--- config.mk ---
export PLATFORM = sky130hd
export DESIGN_NAME = rp_loop_top
export DESIGN_NICKNAME = d
export VERILOG_FILES = /design/src/hdl/rp_loop_pkg.sv /design/src/hdl/cfg_regs.sv /design/src/hdl/chan_path.sv /design/src/hdl/dac_interleave.sv /design/src/hdl/pdm_gen.sv /design/src/hdl/rp_loop_top.sv
export SDC_FILE = /design/constraint.sdc
export NUM_CORES = 1
export LEC_CHECK = 0
export BUFFER_PORTS_ARGS = -buffer_cell sky130_fd_sc_hd__buf_2
export CORE_MARGIN = 5
export CORE_UTILIZATION = 62
export CTS_BUF_LIST = sky130_fd_sc_hd__clkbuf_2 sky130_fd_sc_hd__clkbuf_4 sky130_fd_sc_hd__clkbuf_8
export DETAILED_ROUTE_END_ITERATION = 10
export GPL_ROUTABILITY_DRIVEN = 0
export PLACE_DENSITY = 0.87
export SLEW_MARGIN = 20
export SYNTH_ARGS = -nofsm -noshare
export SYNTH_HDL_FRONTEND = slang
export SYNTH_SLANG_ARGS = --single-unit
--- constraint.sdc ---
create_clock -name adc_clk -period 10.1 [get_ports adc_clk]
set_input_delay 0.505 -clock adc_clk [delete_from_list [all_inputs] [get_ports adc_clk]]
set_output_delay 0.505 -clock adc_clk [all_outputs]
set_load 0.02 [all_outputs]
--- src/hdl/rp_loop_pkg.sv ---
// Shared constants and types for the two-channel analog front end.
// Modules take these through a wildcard import in the body; port
// declarations use scoped names.

package rp_loop_pkg;

  ////////////////////////////////////////////////////////////////////////////
  // channel counts and sample widths
  ////////////////////////////////////////////////////////////////////////////

  // ADC/DAC channels
  localparam int unsigned CHN_NUM = 2;
  // raw ADC word, also oscilloscope width
  localparam int unsigned ADC_DW = 16;
  // generator sample and DAC bus width
  localparam int unsigned DAC_DW = 14;
  // generator to oscilloscope alignment
  localparam int unsigned LOOP_SHIFT = ADC_DW - DAC_DW;

  // PDM outputs and level width
  localparam int unsigned PDM_CHN = 4;
  localparam int unsigned PDM_DW = 8;

  ////////////////////////////////////////////////////////////////////////////
  // configuration port
  ////////////////////////////////////////////////////////////////////////////

  localparam int unsigned CFG_AW = 2;
  localparam int unsigned CFG_DW = 16;

  // register map, address 3 is acked and ignored
  localparam logic [CFG_AW-1:0] CFG_ADDR_LOOP = 2'd0;
  localparam logic [CFG_AW-1:0] CFG_ADDR_PDM_LO = 2'd1;
  localparam logic [CFG_AW-1:0] CFG_ADDR_PDM_HI = 2'd2;

  // offset binary mid-scale, what the DAC sees for a zero sample
  localparam logic [DAC_DW-1:0] DAC_IDLE = {1'b0, {(DAC_DW-1){1'b1}}};

  // loop control view
  typedef struct packed {
    logic [CFG_DW-CHN_NUM-1:0] rsvd;
    logic [CHN_NUM-1:0]        loop_en;
  } cfg_loop_t;

  // PDM pair view, odd channel in the high byte
  typedef struct packed {
    logic [PDM_DW-1:0] lvl_odd;
    logic [PDM_DW-1:0] lvl_even;
  } cfg_pdm_t;

  // one written word, decoded by address
  typedef union packed {
    cfg_loop_t loop;
    cfg_pdm_t  pdm;
  } cfg_word_u;

endpackage: rp_loop_pkg

--- src/hdl/cfg_regs.sv ---
// Configuration register bank behind a four-phase req/ack port.
// Holds the per-channel loopback bits and the four PDM levels.
// A write lands on the edge that raises ack; ack drops once req is low.

`timescale 1ns/10ps

module cfg_regs (
  // clock and reset
  input  logic                                                   adc_clk,
  input  logic                                                   top_rst,
  // host side handshake
  input  logic                                                   cfg_req_i,
  input  logic                            [rp_loop_pkg::CFG_AW-1:0] cfg_addr_i,
  input  rp_loop_pkg::cfg_word_u                                  cfg_dat_i,
  output logic                                                   cfg_ack_o,
  // register outputs
  output logic                           [rp_loop_pkg::CHN_NUM-1:0] loop_en_o,
  output logic [rp_loop_pkg::PDM_CHN-1:0][rp_loop_pkg::PDM_DW-1:0]  pdm_lvl_o
);

  import rp_loop_pkg::*;

  ////////////////////////////////////////////////////////////////////////////
  // handshake
  ////////////////////////////////////////////////////////////////////////////

  logic wr_stb;

  // new request, not yet acked
  assign wr_stb = cfg_req_i & ~cfg_ack_o;

  always_ff @(posedge adc_clk, posedge top_rst) begin
    if (top_rst) begin
      cfg_ack_o <= 1'b0;
    end else if (wr_stb) begin
      // phase 2, ack together with the write
      cfg_ack_o <= 1'b1;
    end else if (~cfg_req_i) begin
      // phase 4, host has let go
      cfg_ack_o <= 1'b0;
    end
  end

  ////////////////////////////////////////////////////////////////////////////
  // register bank
  ////////////////////////////////////////////////////////////////////////////

  always_ff @(posedge adc_clk, posedge top_rst) begin
    if (top_rst) begin
      loop_en_o <= '0;
      pdm_lvl_o <= '0;
    end else if (wr_stb) begin
      case (cfg_addr_i)
        CFG_ADDR_LOOP: begin
          // reserved bits are dropped
          loop_en_o <= cfg_dat_i.loop.loop_en;
        end
        CFG_ADDR_PDM_LO: begin
          // channels 0 and 1
          pdm_lvl_o[0] <= cfg_dat_i.pdm.lvl_even;
          pdm_lvl_o[1] <= cfg_dat_i.pdm.lvl_odd;
        end
        CFG_ADDR_PDM_HI: begin
          // channels 2 and 3
          pdm_lvl_o[2] <= cfg_dat_i.pdm.lvl_even;
          pdm_lvl_o[3] <= cfg_dat_i.pdm.lvl_odd;
        end
        default: begin
          // unmapped, acked with no effect
        end
      endcase
    end
  end

endmodule: cfg_regs

--- src/hdl/chan_path.sv ---
// Data path of one analog channel.
// ADC side: register the raw word, fix the negative slope offset binary
// into two's complement, register again toward the oscilloscope.
// DAC side: generator sample back to negative slope offset binary.
// The loop bit routes the generator to the oscilloscope and freezes the DAC.

`timescale 1ns/10ps

module chan_path (
  // clock and reset
  input  logic                             adc_clk,
  input  logic                             top_rst,
  // ADC input and generator sample
  input  logic [rp_loop_pkg::ADC_DW-1:0]   adc_dat_i,
  input  logic [rp_loop_pkg::DAC_DW-1:0]   gen_dat_i,
  // loopback control
  input  logic                             loop_en_i,
  // oscilloscope and DAC words
  output logic [rp_loop_pkg::ADC_DW-1:0]   osc_dat_o,
  output logic [rp_loop_pkg::DAC_DW-1:0]   dac_word_o
);

  import rp_loop_pkg::*;

  ////////////////////////////////////////////////////////////////////////////
  // first stage, input registers
  ////////////////////////////////////////////////////////////////////////////

  logic [ADC_DW-1:0] adc_raw;
  logic [DAC_DW-1:0] gen_raw;
  logic [ADC_DW-1:0] adc_cnv;
  logic [ADC_DW-1:0] gen_osc;

  // raw samples, one cycle behind the pins
  always_ff @(posedge adc_clk) begin
    adc_raw <= adc_dat_i;
    gen_raw <= gen_dat_i;
  end

  // keep the sign bit, invert the magnitude
  assign adc_cnv = {adc_raw[ADC_DW-1], ~adc_raw[ADC_DW-2:0]};

  // generator scaled up to oscilloscope width
  assign gen_osc = {gen_raw, {LOOP_SHIFT{1'b0}}};

  ////////////////////////////////////////////////////////////////////////////
  // second stage, oscilloscope output
  ////////////////////////////////////////////////////////////////////////////

  always_ff @(posedge adc_clk, posedge top_rst) begin
    if (top_rst) begin
      osc_dat_o <= '0;
    end else if (loop_en_i) begin
      osc_dat_o <= gen_osc;
    end else begin
      osc_dat_o <= adc_cnv;
    end
  end

  ////////////////////////////////////////////////////////////////////////////
  // DAC word
  ////////////////////////////////////////////////////////////////////////////

  // held while looped back, mid-scale out of reset
  always_ff @(posedge adc_clk, posedge top_rst) begin
    if (top_rst) begin
      dac_word_o <= DAC_IDLE;
    end else if (~loop_en_i) begin
      dac_word_o <= {gen_dat_i[DAC_DW-1], ~gen_dat_i[DAC_DW-2:0]};
    end
  end

endmodule: chan_path

--- src/hdl/dac_interleave.sv ---
// Puts both channel DAC words onto the single DAC bus.
// Select toggles every cycle; channel 0 goes out while select is low,
// channel 1 while it is high. The bus word is registered.

`timescale 1ns/10ps

module dac_interleave (
  // clock and reset
  input  logic                                                      adc_clk,
  input  logic                                                      top_rst,
  // per-channel words
  input  logic [rp_loop_pkg::CHN_NUM-1:0][rp_loop_pkg::DAC_DW-1:0]  dac_word_i,
  // shared DAC bus
  output logic                           [rp_loop_pkg::DAC_DW-1:0]  dac_dat_o,
  output logic                                                      dac_sel_o
);

  import rp_loop_pkg::*;

  logic sel_nxt;

  // select value for the coming cycle
  assign sel_nxt = ~dac_sel_o;

  ////////////////////////////////////////////////////////////////////////////
  // select toggle
  ////////////////////////////////////////////////////////////////////////////

  always_ff @(posedge adc_clk, posedge top_rst) begin
    if (top_rst) begin
      dac_sel_o <= 1'b0;
    end else begin
      dac_sel_o <= sel_nxt;
    end
  end

  ////////////////////////////////////////////////////////////////////////////
  // bus word
  ////////////////////////////////////////////////////////////////////////////

  // word picked ahead so it lines up with the select it belongs to
  always_ff @(posedge adc_clk, posedge top_rst) begin
    if (top_rst) begin
      dac_dat_o <= DAC_IDLE;
    end else begin
      dac_dat_o <= dac_word_i[sel_nxt];
    end
  end

endmodule: dac_interleave

--- src/hdl/pdm_gen.sv ---
// Four first-order PDM modulators.
// Each adds its level into an accumulator every cycle and drives
// the registered carry, so the duty is level/256.

`timescale 1ns/10ps

module pdm_gen (
  // clock and reset
  input  logic                                                      adc_clk,
  input  logic                                                      top_rst,
  // levels from the register bank
  input  logic [rp_loop_pkg::PDM_CHN-1:0][rp_loop_pkg::PDM_DW-1:0]  pdm_lvl_i,
  // 1-bit outputs
  output logic                           [rp_loop_pkg::PDM_CHN-1:0] pdm_o
);

  import rp_loop_pkg::*;

  ////////////////////////////////////////////////////////////////////////////
  // per-channel accumulators
  ////////////////////////////////////////////////////////////////////////////

  generate
    for (genvar i = 0; i < PDM_CHN; i++) begin: for_pdm

      logic [PDM_DW-1:0] acc;
      logic [PDM_DW:0]   acc_sum;

      // one bit wider to catch the carry
      assign acc_sum = {1'b0, acc} + {1'b0, pdm_lvl_i[i]};

      always_ff @(posedge adc_clk, posedge top_rst) begin
        if (top_rst) begin
          acc      <= '0;
          pdm_o[i] <= 1'b0;
        end else begin
          // remainder wraps, carry becomes the pulse
          acc      <= acc_sum[PDM_DW-1:0];
          pdm_o[i] <= acc_sum[PDM_DW];
        end
      end

    end: for_pdm
  endgenerate

endmodule: pdm_gen

--- src/hdl/rp_loop_top.sv ---
// Top level of the two-channel analog front end.
// Ties the configuration port, both channel paths, the DAC bus
// interleaver and the PDM outputs together. Single clock, adc_clk.

`timescale 1ns/10ps

module rp_loop_top (
  // clock and reset
  input  logic                                                      adc_clk,
  input  logic                                                      top_rst,
  // ADC
  input  logic [rp_loop_pkg::CHN_NUM-1:0][rp_loop_pkg::ADC_DW-1:0]  adc_dat_i,
  // generator samples
  input  logic [rp_loop_pkg::CHN_NUM-1:0][rp_loop_pkg::DAC_DW-1:0]  gen_dat_i,
  // oscilloscope words
  output logic [rp_loop_pkg::CHN_NUM-1:0][rp_loop_pkg::ADC_DW-1:0]  osc_dat_o,
  // DAC bus
  output logic                           [rp_loop_pkg::DAC_DW-1:0]  dac_dat_o,
  output logic                                                      dac_sel_o,
  // PDM outputs
  output logic                           [rp_loop_pkg::PDM_CHN-1:0] pdm_o,
  // configuration port
  input  logic                                                      cfg_req_i,
  input  logic                           [rp_loop_pkg::CFG_AW-1:0]  cfg_addr_i,
  input  rp_loop_pkg::cfg_word_u                                    cfg_dat_i,
  output logic                                                      cfg_ack_o
);

  import rp_loop_pkg::*;

  ////////////////////////////////////////////////////////////////////////////
  // local signals
  ////////////////////////////////////////////////////////////////////////////

  // loopback bits, one per channel
  logic [CHN_NUM-1:0]             loop_en;
  // PDM levels
  logic [PDM_CHN-1:0][PDM_DW-1:0] pdm_lvl;
  // per-channel DAC words before interleaving
  logic [CHN_NUM-1:0][DAC_DW-1:0] dac_word;

  ////////////////////////////////////////////////////////////////////////////
  // configuration
  ////////////////////////////////////////////////////////////////////////////

  cfg_regs u_cfg_regs (
    .adc_clk    (adc_clk   ),
    .top_rst    (top_rst   ),
    .cfg_req_i  (cfg_req_i ),
    .cfg_addr_i (cfg_addr_i),
    .cfg_dat_i  (cfg_dat_i ),
    .cfg_ack_o  (cfg_ack_o ),
    .loop_en_o  (loop_en   ),
    .pdm_lvl_o  (pdm_lvl   )
  );

  ////////////////////////////////////////////////////////////////////////////
  // channel paths
  ////////////////////////////////////////////////////////////////////////////

  generate
    for (genvar i = 0; i < CHN_NUM; i++) begin: for_chn
      chan_path u_chan_path (
        .adc_clk    (adc_clk     ),
        .top_rst    (top_rst     ),
        .adc_dat_i  (adc_dat_i[i]),
        .gen_dat_i  (gen_dat_i[i]),
        .loop_en_i  (loop_en[i]  ),
        .osc_dat_o  (osc_dat_o[i]),
        .dac_word_o (dac_word[i] )
      );
    end: for_chn
  endgenerate

  ////////////////////////////////////////////////////////////////////////////
  // DAC bus and PDM
  ////////////////////////////////////////////////////////////////////////////

  // single rate, select flips every adc_clk
  dac_interleave u_dac_interleave (
    .adc_clk    (adc_clk  ),
    .top_rst    (top_rst  ),
    .dac_word_i (dac_word ),
    .dac_dat_o  (dac_dat_o),
    .dac_sel_o  (dac_sel_o)
  );

  pdm_gen u_pdm_gen (
    .adc_clk   (adc_clk),
    .top_rst   (top_rst),
    .pdm_lvl_i (pdm_lvl),
    .pdm_o     (pdm_o  )
  );

endmodule: rp_loop_top

Word-level counts from Yosys, hierarchy flattened
Cells that the tools add are included.
{ "word_totals": {"regBits": 206, "elab_cells": 49} }
{ "op_classes": {"add_sub_neg": 4, "magnitude_cmp": 1, "n_eq_ne": 3, "n_mux": 6, "n_bitwise": 7, "reduce_logical": 4} }
{ "ops": {"columns": ["op", "n"], "rows": [
  ["adder 8 x 8 -> 9 bit", 4],
  ["2-to-1 mux 16 bit", 2],
  ["NOT 15 bit", 2],
  ["2-to-1 mux 14 bit", 2],
  ["NOT 13 bit", 2],
  ["AND reduction 2 bit", 3],
  ["equality test 2 x 1 -> 1 bit, second input constant", 1],
  ["equality test 2 bit, second input constant", 1],
  ["logical NOT 2 bit", 1],
  ["< comparator 1 x 2 -> 1 bit, second input constant", 1],
  ["2-to-1 mux 1 bit", 2],
  ["!= test 2 x 1 -> 1 bit, second input constant", 1],
  ["NOT 1 bit", 2],
  ["bitwise AND 1 bit", 1]
]} }

Longest topological paths before layout
{ "depth": {"word_depth": 3, "ltp_mapped": 7} }

Modules after synthesis
A second synthesis with hierarchy kept.
{ "unflattened": {"hier_cells": 543, "hier_area_um2": 7762.4} }
{ "by_module_without_submodules": {"columns": ["mod", "n_inst", "cells_each", "area_per_inst_um2"], "rows": [
  ["pdm_gen", 1, 186, 2099.5],
  ["chan_path at for_chn[0].u_chan_path", 1, 123, 1804.2],
  ["chan_path at for_chn[1].u_chan_path", 1, 123, 1799.2],
  ["cfg_regs", 1, 78, 1437.6],
  ["dac_interleave", 1, 33, 621.8]
]} }

Worst setup path after synthesis
No wires, ideal clock.
{ "synth_timing": {"path_type": "reg2reg", "start": "register u_cfg_regs.pdm_lvl_o[16] (netlist name)", "end": "register u_pdm_gen.pdm_o[2] (netlist name)", "setup_time_ps": 130, "arrival_time_ps": 1704, "t_required_ps": 9970, "slack_ps": 8267, "path_stages_with_launch": 8, "path_buffers": 0, "synth_period_minus_slack_ps": 1833, "cell_sequence": "dfrtp_1 -> ha_1 -> fa_1 -> a21o_1 -> a21oi_1 -> o21ai_0 -> nor4_1 -> a21oi_1"} }
{ "synth_between": {"elab_chain_cells": 1} }
{ "synth_lines": {"columns": ["item", "line_no", "text"], "rows": [
  ["start: declaration", "cfg_regs.sv:18", "output logic [rp_loop_pkg::PDM_CHN-1:0][rp_loop_pkg::PDM_DW-1:0] pdm_lvl_o"],
  ["adder 8 x 8 -> 9 bit", "pdm_gen.sv:30", "assign acc_sum = {1'b0, acc} + {1'b0, pdm_lvl_i[i]};"],
  ["via u_pdm_gen.for_pdm[2].acc_sum[8]", "pdm_gen.sv:27", "logic [PDM_DW:0] acc_sum;"],
  ["end signal: indexed assignment", "pdm_gen.sv:39", "pdm_o[i] <= acc_sum[PDM_DW];"],
  ["end: declaration", "pdm_gen.sv:14", "output logic [rp_loop_pkg::PDM_CHN-1:0] pdm_o"]
]} }
The timed path passes the listed nets, and every way through them passes these cells.
A chain may end at the register's enable or synchronous reset.

Worst setup path in the final report
{ "layout_timing": {"start": "register u_dac_interleave.dac_sel_o", "end": "output dac_sel_o"} }
{ "layout_lines": {"columns": ["item", "line_no", "text"], "rows": [
  ["start: declaration", "dac_interleave.sv:15", "output logic dac_sel_o"],
  ["start signal: assignment", "dac_interleave.sv:33", "dac_sel_o <= sel_nxt;"],
  ["end: declaration", "rp_loop_top.sv:19", "output logic dac_sel_o,"]
]} }
No word-level cell between the ends.

==> qor.csv <==
stage,metric,value,unit
clocking,cts_setup_buffers,0,
die,die_x,118.7,µm
routing,drc_errors,0,
critical_path,critPathBufInv,1,
cells_and_area,fill_cells,711,
routing,dr.pass1.iters,4,
timing,post-route-period-util,21.01,%
cells_and_area,layout.cells.non_filler,864,
critical_path,slowest_delay,0.84,ns
grt,grt_pass1_wl,23.23,mm
synth,synth-main-ff-cell,dfrtp_1,
synth,synth_cell_types,35,
synth,yosys_register_bits,206,
synth,synth_cells,542,
timing,hold_viol,0,
routing,routed_wl,13.75,mm
timing,fin_worst_skew,0.01281,ns
clocking,clkTransAtPathRegs,0.06,ns
clocking,cts-resized-gates,0,
synth,syn_nets,659,
power_and_ir_drop,peakVddDrop,171.5,µV
routing,avgRoutedWirePerCell,15.91,µm
synth,ys_seq_area_share,66.95,%
synth,ys_warn_count,0,
timing,worst_slew_pin_slew,0.8479,ns
critical_path,reg2reg_depth,7,
placement,port_buffers,132,
clocking,worstSkewPairLatency,0.48,ns
synth,synth_common_cells,"107 x dfrtp_1, 60 x dfxtp_1, 50 x o21ai_0",
clocking,cts_buffers,34,
power_and_ir_drop,p_per_area,293.2,mW/mm²
cells_and_area,multi_input_area,0.002215,mm²
die,core,0.01152,mm²
grt,gr-usage-met3,6.447,%
cells_and_area,nNetsFinal,813,
routing,first_iter_violations,218,
critical_path,crit_chain,buf_2,
worst_hold_path,holdCritPathClass,in2async,
routing,ant_nets,0,
routing,vias,4423,
cells_and_area,antenna_cells,0,
synth,synth-edff-count,0,
die,initial_core_util,63.60,%
timing,maxSlewHeadroom,43.41,%
grt,track_usage,20.17,%
grt,use_met2,36.27,%
critical_path,crit_family,flip-flops,
clocking,cts_tree,done,
timing,period_needed,2.122,ns
grt,use_met1,22.69,%
grt,busiest_layer,met2,
timing,fmax,0.4712,GHz
synth,avgSynthCellArea,13.51,µm²
critical_path,worstPathArrival,1.62,ns
critical_path,crit_type,reg2out,
critical_path,required,9.60,ns
synth,ys_async_sr_fraction,70.87,%
routing,via_per_inst,5.119,
cells_and_area,areaGrowthSynthToFinish,20.74,%
clocking,h-tree-depth,2,
grt,antenna_found_initial,1,
synth,netlist.top_cell.by_area,dfrtp_1,
die,dieArea,0.01409,mm²
cells_and_area,seq_area,0.004905,mm²
synth,synth_top_area_share,36.56,%
cells_and_area,drive_above_1_share,38.56,%
critical_path,worst-path-max-fanout,29,
clocking,clk_path_buf_depth,3,
synth,synth.area.top_cells,"dfrtp_1 37%, dfxtp_1 16%, dfstp_2 14%, mux2_2 6.0%, ha_1 5.5%",
grt,grt_max_degree,85,
die,pin_count,133,
placement,hpwlAfterDp,9.506,mm
grt,overflow,0,
critical_path,cp_slowest_cell,dfrtp_1,
die,die_h,118.7,µm
timing,setup_tns,0,ns
power_and_ir_drop,p_leak,4.281,nW
clocking,ctsHoldBuffers,0,
timing,drv_slew,0,
synth,syn-cell-area,0.007325,mm²
critical_path,cp.depth,1,
clocking,root_buffer,clkbuf_8,
die,rows,39,
placement,dp_cells,803,
timing,grt_setup_unrepaired,no,
synth,synth.most_common_cell,dfrtp_1,
critical_path,end_kind,primary output,
timing,setup_viol,0,
critical_path,cp-start-kind,register,
outcome,status,finished clean,
grt,first_global_vias,5129,
clocking,clock_sinks,206,
run,drv_cap,0,
report_power, final:
part | switching, mW | leakage, nW | internal (mW)
Clock | 0.304 | 0.397 | 0.455
Sequential | 0.0889 | 2.19 | 1.04
Combinational | 0.386 | 1.70 | 0.319
Total | 0.779 | 4.28 | 1.81
cells in the final DEF, fill, tap and decap left out, types with 5 or more instances in the layout:
cell type / instances
dfxtp_1: 60
o21ai_0: 50
clkbuf_8: 42
xnor2_1: 17
dfrtp_1: 106
inv_1: 31
nor2b_1: 5
buf_2: 132
nor2_1: 16
xor2_1: 7
nand2_1: 48
clkbuf_4: 14
a21oi_1: 18
mux2_2: 39
mux2i_1: 26
dfstp_2: 39
ha_1: 32
cells by family after synthesis:
kind of cell    synth area share (%)
xor+xnor                       2.870
buf+inv                        2.819
fa+ha+maj                      6.560
compound gates                 5.893
simple gates                   5.364
flops                          66.95
mux                            9.549
sequential cells by signal, summed over array words and instances, names as in the netlist:
signal / count
for_chn.u_chan_path.gen_raw: 28
u_dac_interleave.dac_dat_o: 14
u_cfg_regs.cfg_ack_o: 1
u_cfg_regs.loop_en_o: 2
for_chn.u_chan_path.dac_word_o: 28
for_chn.u_chan_path.adc_raw: 32
u_pdm_gen.for_pdm.acc: 32
u_pdm_gen.pdm_o: 4
for_chn.u_chan_path.osc_dat_o: 32
u_dac_interleave.dac_sel_o: 1
u_cfg_regs.pdm_lvl_o: 32
area by class of cell:
| type | instances | area share [%] |
|---|---|---|
| flip-flops and latches | 206 | 55.46 |
| inverters | 32 | 1.415 |
| repair buffers | 134 | 7.683 |
| clock inverters | 5 | 0.6508 |
| multi-input cells | 288 | 25.04 |
| clock buffers | 56 | 7.725 |
| well taps | 143 | 2.023 |
metal layers:
| metal | wire [µm] | up-vias | part of all wire (%) |
|---|---|---|---|
| met5 | 7 | - | 0.051 |
| met4 | 261 | 2 | 1.9 |
| met3 | 897 | 28 | 6.5 |
| met2 | 7370 | 124 | 54 |
| met1 | 5209 | 2149 | 38 |
| li1 | - | 2120 | - |
worst paths after layout:
kind                                                             end  slack, ns                              start
min in group adc_clk               for_chn[0].u_chan_path.adc_raw[6]       0.12                       adc_dat_i[6]
max in group asynchronous                u_pdm_gen.for_pdm[1].acc[0]       8.88                            top_rst
worst max-delay path                                       dac_sel_o       7.98         u_dac_interleave.dac_sel_o
worst min-delay path            for_chn[0].u_chan_path.osc_dat_o[14]       0.08                            top_rst
worst min register to register   for_chn[0].u_chan_path.osc_dat_o[1]       0.37  for_chn[0].u_chan_path.adc_raw[1]
worst max register to register           u_pdm_gen.for_pdm[2].acc[6]       8.04           u_cfg_regs.pdm_lvl_o[16]
metrics by stage:
stage | utilization (%) | worst slack (ns) | area, µm² | power (mW) | hold WS (ns)
2_1_floorplan | - | 5.737 | 7325 | 1.650 | 0.3568
3_3_place_gp | 70.33 | 7.985 | 8099 | 1.784 | 0.3577
3_5_place_dp | 70.33 | 7.949 | 8099 | 1.838 | 0.3599
4_1_cts | 76.76 | 7.985 | 8840 | 2.616 | 0.08850
5_1_grt | 76.79 | 7.883 | 8843 | 2.755 | 0.09008
6_report | 76.79 | 7.978 | 8843 | 2.593 | 0.07873
No activity file was read; power rests on OpenSTA's default activity.
